--- config.mk ---
export PLATFORM = sky130hd
export DESIGN_NAME = flow_lookup
export DESIGN_NICKNAME = d
export VERILOG_FILES = /design/src/hw/flow_pkg.sv /design/src/hw/host_pkg.sv /design/src/hw/exact_match_tbl.sv /design/src/hw/wildcard_match_tbl.sv /design/src/hw/action_resolve.sv /design/src/hw/flow_lookup.sv
export SDC_FILE = /design/constraint.sdc
export NUM_CORES = 1
export LEC_CHECK = 0
export ABC_AREA = 1
export BUFFER_PORTS_ARGS = -buffer_cell sky130_fd_sc_hd__buf_2
export CAP_MARGIN = 25
export CORE_MARGIN = 4
export CORE_UTILIZATION = 50
export CTS_BUF_LIST = sky130_fd_sc_hd__clkbuf_4
export CTS_CLUSTER_SIZE = 16
export DETAILED_ROUTE_END_ITERATION = 8
export GPL_TIMING_DRIVEN = 0
export HOLD_SLACK_MARGIN = 0.06
export PLACE_DENSITY = 0.68
export SYNTH_ARGS = -nofsm -noshare
export SYNTH_HDL_FRONTEND = slang
export SYNTH_SLANG_ARGS = --single-unit
--- constraint.sdc ---
create_clock -name asclk -period 21.7 [get_ports asclk]
set_input_delay 4.34 -clock asclk [delete_from_list [all_inputs] [get_ports asclk]]
set_output_delay 4.34 -clock asclk [all_outputs]
set_load 0.01 [all_outputs]
--- src/hw/flow_pkg.sv ---
// Flow lookup definitions
// Key, mask and action types plus table sizes shared by both flow tables
package flow_pkg;

   // Key layout is ingress port followed by IPv4 destination
   localparam int PORT_W = 8;
   localparam int IPV4_W = 32;
   localparam int KEY_W  = PORT_W + IPV4_W;

   // Output port bitmap, top bit is the controller port
   localparam int ACTION_W  = 8;
   localparam int CTRL_PORT = 7;

   localparam int EXACT_DEPTH = 8;
   localparam int WILD_DEPTH  = 4;

   typedef logic [KEY_W-1:0] flow_key_t;

   // 1 = compare this key bit
   typedef logic [KEY_W-1:0] flow_mask_t;

   typedef logic [ACTION_W-1:0] flow_action_t;

   typedef logic [$clog2(EXACT_DEPTH)-1:0] exact_addr_t;
   typedef logic [$clog2(WILD_DEPTH)-1:0]  wild_addr_t;

   // Unmatched flows go to the controller only
   localparam flow_action_t MISS_ACTION = flow_action_t'(1) << CTRL_PORT;

endpackage

--- src/hw/host_pkg.sv ---
// Host side definitions
// Table select, write index and statistics counter types
package host_pkg;

   localparam int STAT_W     = 32;
   localparam int TBL_ADDR_W = 3;

   // Which flow table a host write targets
   typedef logic tbl_sel_t;

   localparam tbl_sel_t TBL_EXACT = 1'b0;
   localparam tbl_sel_t TBL_WILD  = 1'b1;

   // Wide enough for the larger table
   typedef logic [TBL_ADDR_W-1:0] tbl_addr_t;

   // Free running, wraps on overflow
   typedef logic [STAT_W-1:0] stat_cnt_t;

endpackage

--- src/hw/exact_match_tbl.sv ---
// Exact match flow table
// Full key compare against all entries, lowest index wins, result one cycle later
`timescale 1ns/1ps

module exact_match_tbl (
   input  logic                  asclk,
   input  logic                  rst,
   input  logic                  wr,
   input  flow_pkg::exact_addr_t addr,
   input  flow_pkg::flow_key_t   match,
   input  flow_pkg::flow_action_t action,
   input  logic                  valid,
   input  logic                  lu_req,
   input  flow_pkg::flow_key_t   lu_key,
   output logic                  hit_valid,
   output logic                  hit,
   output flow_pkg::flow_action_t hit_action
);

   logic [flow_pkg::EXACT_DEPTH-1:0] ent_valid;
   flow_pkg::flow_key_t              ent_key    [flow_pkg::EXACT_DEPTH];
   flow_pkg::flow_action_t           ent_action [flow_pkg::EXACT_DEPTH];

   logic                   cmp_hit;
   flow_pkg::flow_action_t cmp_action;

   // Entry valid bits
   always_ff @(posedge asclk) begin
      if (rst) begin
         ent_valid <= '0;
      end else if (wr) begin
         ent_valid[addr] <= valid;
      end
   end

   // Entry contents
   always_ff @(posedge asclk) begin
      if (wr) begin
         ent_key[addr]    <= match;
         ent_action[addr] <= action;
      end
   end

   // Walk downwards so the lowest matching index is assigned last
   always_comb begin
      cmp_hit    = 1'b0;
      cmp_action = flow_pkg::MISS_ACTION;
      for (int i = flow_pkg::EXACT_DEPTH - 1; i >= 0; i--) begin
         if (ent_valid[i] && (ent_key[i] == lu_key)) begin
            cmp_hit    = 1'b1;
            cmp_action = ent_action[i];
         end
      end
   end

   always_ff @(posedge asclk) begin
      if (rst) begin
         hit_valid <= 1'b0;
         hit       <= 1'b0;
      end else begin
         hit_valid <= lu_req;
         hit       <= lu_req && cmp_hit;
      end
   end

   always_ff @(posedge asclk) begin
      if (lu_req) begin
         hit_action <= cmp_action;
      end
   end

endmodule

--- src/hw/wildcard_match_tbl.sv ---
// Wildcard flow table
// Masked key compare per entry, lowest index wins, result one cycle later
`timescale 1ns/1ps

module wildcard_match_tbl (
   input  logic                   asclk,
   input  logic                   rst,
   input  logic                   wr,
   input  flow_pkg::wild_addr_t   addr,
   input  flow_pkg::flow_key_t    match,
   input  flow_pkg::flow_mask_t   mask,
   input  flow_pkg::flow_action_t action,
   input  logic                   valid,
   input  logic                   lu_req,
   input  flow_pkg::flow_key_t    lu_key,
   output logic                   hit_valid,
   output logic                   hit,
   output flow_pkg::flow_action_t hit_action
);

   logic [flow_pkg::WILD_DEPTH-1:0] ent_valid;
   flow_pkg::flow_key_t             ent_key    [flow_pkg::WILD_DEPTH];
   flow_pkg::flow_mask_t            ent_mask   [flow_pkg::WILD_DEPTH];
   flow_pkg::flow_action_t          ent_action [flow_pkg::WILD_DEPTH];

   logic [flow_pkg::WILD_DEPTH-1:0] ent_match;
   logic                            cmp_hit;
   flow_pkg::flow_action_t          cmp_action;

   always_ff @(posedge asclk) begin
      if (rst) begin
         ent_valid <= '0;
      end else if (wr) begin
         ent_valid[addr] <= valid;
      end
   end

   // Key stored pre-masked so the compare needs only one AND
   always_ff @(posedge asclk) begin
      if (wr) begin
         ent_key[addr]    <= match & mask;
         ent_mask[addr]   <= mask;
         ent_action[addr] <= action;
      end
   end

   // Per entry match vector
   always_comb begin
      for (int i = 0; i < flow_pkg::WILD_DEPTH; i++) begin
         ent_match[i] = ent_valid[i] && ((lu_key & ent_mask[i]) == ent_key[i]);
      end
   end

   // Priority select, lowest index wins
   always_comb begin
      cmp_hit    = 1'b0;
      cmp_action = flow_pkg::MISS_ACTION;
      for (int i = flow_pkg::WILD_DEPTH - 1; i >= 0; i--) begin
         if (ent_match[i]) begin
            cmp_hit    = 1'b1;
            cmp_action = ent_action[i];
         end
      end
   end

   always_ff @(posedge asclk) begin
      if (rst) begin
         hit_valid <= 1'b0;
         hit       <= 1'b0;
      end else begin
         hit_valid <= lu_req;
         hit       <= lu_req && cmp_hit;
      end
   end

   always_ff @(posedge asclk) begin
      if (lu_req) begin
         hit_action <= cmp_action;
      end
   end

endmodule

--- src/hw/action_resolve.sv ---
// Lookup result resolver
// Exact hit over wildcard hit over miss, plus hit and miss statistics
`timescale 1ns/1ps

module action_resolve (
   input  logic                   asclk,
   input  logic                   rst,
   input  logic                   ex_valid,
   input  logic                   ex_hit,
   input  flow_pkg::flow_action_t ex_action,
   input  logic                   wc_hit,
   input  flow_pkg::flow_action_t wc_action,
   output logic                   lu_done,
   output logic                   lu_exact_hit,
   output logic                   lu_wild_hit,
   output flow_pkg::flow_action_t lu_action,
   output host_pkg::stat_cnt_t    exact_hit,
   output host_pkg::stat_cnt_t    exact_miss,
   output host_pkg::stat_cnt_t    wildcard_hit,
   output host_pkg::stat_cnt_t    wildcard_miss
);

   flow_pkg::flow_action_t sel_action;

   // Both tables answer on the same cycle, so ex_valid times the pair
   always_comb begin
      if (ex_hit) begin
         sel_action = ex_action;
      end else if (wc_hit) begin
         sel_action = wc_action;
      end else begin
         sel_action = flow_pkg::MISS_ACTION;
      end
   end

   always_ff @(posedge asclk) begin
      if (rst) begin
         lu_done      <= 1'b0;
         lu_exact_hit <= 1'b0;
         lu_wild_hit  <= 1'b0;
      end else begin
         lu_done      <= ex_valid;
         lu_exact_hit <= ex_valid && ex_hit;
         lu_wild_hit  <= ex_valid && !ex_hit && wc_hit;
      end
   end

   always_ff @(posedge asclk) begin
      if (ex_valid) begin
         lu_action <= sel_action;
      end
   end

   // Wildcard counters only move when the exact table missed
   always_ff @(posedge asclk) begin
      if (rst) begin
         exact_hit     <= '0;
         exact_miss    <= '0;
         wildcard_hit  <= '0;
         wildcard_miss <= '0;
      end else if (ex_valid) begin
         if (ex_hit) begin
            exact_hit <= exact_hit + 1'b1;
         end else begin
            exact_miss <= exact_miss + 1'b1;
            if (wc_hit) begin
               wildcard_hit <= wildcard_hit + 1'b1;
            end else begin
               wildcard_miss <= wildcard_miss + 1'b1;
            end
         end
      end
   end

endmodule

--- src/hw/flow_lookup.sv ---
// Flow lookup top level
// Host write decode, exact and wildcard tables searched in parallel, result resolve
`timescale 1ns/1ps

module flow_lookup (
   input  logic                   asclk,
   input  logic                   rst,
   input  logic                   tbl_wr,
   input  host_pkg::tbl_sel_t     tbl_sel,
   input  host_pkg::tbl_addr_t    tbl_addr,
   input  flow_pkg::flow_key_t    tbl_match,
   input  flow_pkg::flow_mask_t   tbl_mask,
   input  flow_pkg::flow_action_t tbl_action,
   input  logic                   tbl_valid,
   input  logic                   lu_req,
   input  flow_pkg::flow_key_t    lu_key,
   output logic                   lu_done,
   output logic                   lu_exact_hit,
   output logic                   lu_wild_hit,
   output flow_pkg::flow_action_t lu_action,
   output host_pkg::stat_cnt_t    exact_hit,
   output host_pkg::stat_cnt_t    exact_miss,
   output host_pkg::stat_cnt_t    wildcard_hit,
   output host_pkg::stat_cnt_t    wildcard_miss
);

   logic                   exact_wr;
   logic                   wild_wr;
   logic                   ex_valid;
   logic                   ex_hit;
   flow_pkg::flow_action_t ex_action;
   logic                   wc_hit;
   flow_pkg::flow_action_t wc_action;

   // Steer the host strobe to one table
   assign exact_wr = tbl_wr && (tbl_sel == host_pkg::TBL_EXACT);
   assign wild_wr  = tbl_wr && (tbl_sel == host_pkg::TBL_WILD);

   exact_match_tbl u_exact (
      .asclk      (asclk),
      .rst        (rst),
      .wr         (exact_wr),
      .addr       (tbl_addr),
      .match      (tbl_match),
      .action     (tbl_action),
      .valid      (tbl_valid),
      .lu_req     (lu_req),
      .lu_key     (lu_key),
      .hit_valid  (ex_valid),
      .hit        (ex_hit),
      .hit_action (ex_action)
   );

   // Same latency as the exact table, its valid is not needed
   wildcard_match_tbl u_wild (
      .asclk      (asclk),
      .rst        (rst),
      .wr         (wild_wr),
      .addr       (tbl_addr[1:0]),
      .match      (tbl_match),
      .mask       (tbl_mask),
      .action     (tbl_action),
      .valid      (tbl_valid),
      .lu_req     (lu_req),
      .lu_key     (lu_key),
      .hit_valid  (),
      .hit        (wc_hit),
      .hit_action (wc_action)
   );

   action_resolve u_resolve (
      .asclk         (asclk),
      .rst           (rst),
      .ex_valid      (ex_valid),
      .ex_hit        (ex_hit),
      .ex_action     (ex_action),
      .wc_hit        (wc_hit),
      .wc_action     (wc_action),
      .lu_done       (lu_done),
      .lu_exact_hit  (lu_exact_hit),
      .lu_wild_hit   (lu_wild_hit),
      .lu_action     (lu_action),
      .exact_hit     (exact_hit),
      .exact_miss    (exact_miss),
      .wildcard_hit  (wildcard_hit),
      .wildcard_miss (wildcard_miss)
   );

endmodule

==> impl_metrics.ini <==
[min_path]
hold_path.class = flop to flop
hold_depth = 2
worst_hold_startpoint = u_resolve.wildcard_miss[31]$_SDFFE_PP0P_
hold-path-endpoint = u_resolve.wildcard_miss[31]$_SDFFE_PP0P_

[clocking]
insertion_delay_ps = 1110
clock_tree.htree_level_count = 4
root_buffer_selected_by_cts = clkbuf_4
ctsResizeCount = 0
cts_hold_repair.buffers = 0
clock_sinks = 906
cts.clk_slew.worst_paths_ps = 60
cts_max_path_buffers = 3
clock_buffer_count_from_cts = 227
post_cts.repair.setup_buffers = 0
cts_tree = done

[placed_design]
hpwlAfterDp_um = 85600
placement.cell_area_mm2 = 0.0415
routabilityCongestion = 0.929
numPlacedInstances = 4758
placement.io_buffers = 250

[sta]
period_needed_ps = 6490
max_clock_freq_ghz = 0.154
worst_pin_slew_ps = 894
hold-worst-slack_ps = 473
worst_case_clock_skew_ps = 84.3
setup_total_negative_slack_ps = 0
final_max_slew_viol_count = 0
finalHoldViolations = 0
timing.final.crit_share_pct = 29.9
rsz_0062_raised_after_global_routing = false
setup_viol = 0
max_slew_headroom_at_the_worst_pin_pct = 40.4

[pwr]
cellPowerDensity_mw_per_mm2 = 81.2
leakage_nw = 17.0
vdd_drop_max_uv = 63.5
total_power_w = 0.00362

[synthesis]
synth_fp_nets = 3577
synth-edff-count = 760
postSynthAreaPerCell_um2 = 11.2
synth-seq-area-share_pct = 67.1
ys.flop_type = edfxtp_1
yosys.cell_types.count = 59
warnings_from_yosys = 0
synth_async_sr_flop_share_pct = 0
yosys_register_bits = 906
synthesized_cell_area_mm2 = 0.0384
post_synth_inst_count = 3436

[detailed_routing]
detail_route_met2_wl_um = 55500
drtIter0Drc = 3437
detail_route.vias_per_cell = 5.52
met3WireLength_um = 13300
route.detailed.drc = 0
drt-wirelength-per-cell_um = 22.9
routed-via-count = 28600
drtAntennaViolNets = 0
first_pass_iters = 6
maxUsedRoutingLayer = met5
route.final.wire_length_um = 119000
wl_met1_um = 44300

[worst_setup_path]
worstPathRequired_ps = 22520
timing.rr.start = u_wild.ent_mask[2][3]$_DFFE_PP_
worst_setup_start_kind = input pin
worstRegToRegCells = 10
path_max_fanout = 10
critical_path.reg2reg.endpoint = u_wild.hit_action[6]$_DFFE_PP_
end_kind = flop
crit_path_category = input pin to flop
reg2reg_setup_slack_ps = 18730
arrival_ps = 7310

[final_layout]
final_area_mm2 = 0.0446
nets = 4099
cell_count_final_fillers_out = 5182
areaGrowthSynthToFinish_pct = 16.2
share_of_final_layout_standard_cells_stronger_than_drive_strength_1_pct = 20.4
multiInputGateArea_mm2 = 0.0111
ff_latch_area_mm2 = 0.0257
filler_cell_count = 6528

[global_route]
grt_max_degree = 36
grt_usage_pct = 28.6
first_pass_grt_wire_length_um = 171000
grt_pass1_vias = 27500
global_route.overflow_total = 0
grt_antenna_before_repair = 17

[flow_run]
max_cap_viol_count = 0

[floorplan]
initial_core_util_pct = 50.5
io_pins = 276
fp.dieH_um = 285
die_area_mm2 = 0.0813
rows = 101
fp.coreArea_mm2 = 0.0761
die_x_um = 285

[run_status]
status = finished, final reports clean
==> layout by cell type, fill, tap and decap left out, types with 46 or more instances in the layout <==
master | Yosys | routed
a21oi_1 | 87 | 87
buf_2 | 51 | 301
clkbuf_4 | 0 | 350
clkinv_1 | 0 | 46
dfxtp_1 | 146 | 146
edfxtp_1 | 760 | 760
inv_1 | 302 | 302
nand2_1 | 797 | 797
nand3_1 | 112 | 112
nand4_1 | 54 | 54
nor2_1 | 288 | 280
nor3_1 | 78 | 74
o21ai_0 | 175 | 175
o22ai_1 | 62 | 62
xnor2_1 | 100 | 100
xor2_1 | 119 | 119
==> cell type report <==
type | count | area share [%]
sequential | 906 | 57.7
multi-input combinational | 2121 | 24.8
clock buffer | 350 | 5.89
timing repair buffer | 293 | 4.04
tap | 1030 | 2.89
inverter | 331 | 2.79
buffer | 78 | 0.892
clock inverter | 63 | 0.878
antenna | 10 | 0.0561
==> sequential cells by signal, indices dropped and copies added (netlist names) <==
name / cells
u_exact.ent_action: 64
u_exact.ent_key: 320
u_exact.ent_valid: 8
u_exact.hit: 1
u_exact.hit_action: 8
u_exact.hit_valid: 1
u_resolve.exact_hit: 32
u_resolve.exact_miss: 32
u_resolve.lu_action: 8
u_resolve.lu_done: 1
u_resolve.lu_exact_hit: 1
u_resolve.lu_wild_hit: 1
u_resolve.wildcard_hit: 32
u_resolve.wildcard_miss: 32
u_wild.ent_action: 32
u_wild.ent_key: 160
u_wild.ent_mask: 160
u_wild.ent_valid: 4
u_wild.hit: 1
u_wild.hit_action: 8
==> routing by layer <==
metal  vias to the layer above  GRT usage, %
met2                      1594          46.1
li1                      13100             -
met1                     13600          36.3
met4                         8          13.4
met5                         -             0
met3                       307          7.77
==> cell families (layout without fill, tap and decap cells) <==
logic type,after synthesis,in the layout,synth area share (%)
buf+inv,409,1115,4.28
fa+ha+maj,4,4,0.130
compound gates,416,416,6.29
flops,906,906,67.1
xor+xnor,219,219,5.00
other cells,0,10,0
simple gates,1482,1482,17.2
==> metrics by stage <==
stage | utilization [%] | worst slack [ps]
detailed placement | 54.6 | 14140
global placement | 53.8 | 6560
CTS | 58.6 | 15370
floorplan | - | 10480
global route | 58.6 | 15260
finish | 58.6 | 15210
==> cells in the mapped netlist, types with 6 or more instances <==
| master | number | share of area [%] |
|---|---|---|
| nor4_1 | 38 | 0.62 |
| nor3b_1 | 10 | 0.20 |
| nand3_1 | 112 | 1.5 |
| o21ai_1 | 13 | 0.17 |
| and3_1 | 6 | 0.098 |
| nand2_2 | 11 | 0.18 |
| dfxtp_1 | 146 | 7.6 |
| nor3_2 | 6 | 0.16 |
| clkbuf_1 | 16 | 0.16 |
| a221oi_1 | 8 | 0.18 |
| nor2_4 | 16 | 0.47 |
| inv_1 | 302 | 3.0 |
| nor2_2 | 15 | 0.24 |
| nor2_1 | 288 | 2.8 |
| xor2_1 | 119 | 2.7 |
| nand2_1 | 797 | 7.8 |
| edfxtp_1 | 760 | 59 |
| a22o_1 | 32 | 0.73 |
| buf_4 | 7 | 0.14 |
| buf_2 | 51 | 0.66 |
| a21oi_1 | 87 | 1.1 |
| nand3b_1 | 12 | 0.23 |
| xnor2_1 | 100 | 2.3 |
| inv_2 | 28 | 0.27 |
| or2_2 | 9 | 0.15 |
| nand4_1 | 54 | 0.88 |
| nand3_2 | 10 | 0.26 |
| nor3_1 | 78 | 1.0 |
| o22ai_1 | 62 | 1.0 |
| o2111ai_1 | 7 | 0.16 |
| a211oi_1 | 10 | 0.20 |
| o21a_1 | 7 | 0.14 |
| o21ai_0 | 175 | 2.3 |
==> worst max path at each step <==
| stage | start | end | slack (ps) | cells past startpoint |
|---|---|---|---|---|
| final | lu_key[7] | u_exact.hit_action[1]$_DFFE_PP_ | 15210 | 15 |
| after global routing | lu_key[35] | u_exact.hit_action[7]$_DFFE_PP_ | 15260 | 13 |
| after CTS | lu_key[6] | u_wild.hit_action[6]$_DFFE_PP_ | 15370 | 12 |
| after detailed placement | lu_key[6] | u_wild.hit_action[6]$_DFFE_PP_ | 14140 | 12 |
| after global placement | tbl_addr[1] | u_wild.ent_valid[0]$_SDFFE_PP0P_ | 6560 | 4 |
| after floorplan | tbl_addr[0] | u_wild.ent_valid[0]$_SDFFE_PP0P_ | 10480 | 3 |
==> report_power, final <==
part	total (W)	internal, W	leakage [nW]	switching [W]
Clock	0.00148	0.000757	1.79	0.000722
Combinational	0.000205	0.0000524	7.26	0.000153
Sequential	0.00194	0.00192	7.91	0.0000149
==> critical path: stages <==
cell and delay, ps:
buf_2 180, inv_2 120, buf_2 320, o22ai_1 140
a21oi_1 500, nand3_1 140, nor2_1 360, nand3_1 430
buf_2 340, nor2_1 110, nor2_1 50, nand2_1 90
nand2_1 60, nand2_1 60, nand2_1 60
(Power assumes the default switching activity.)
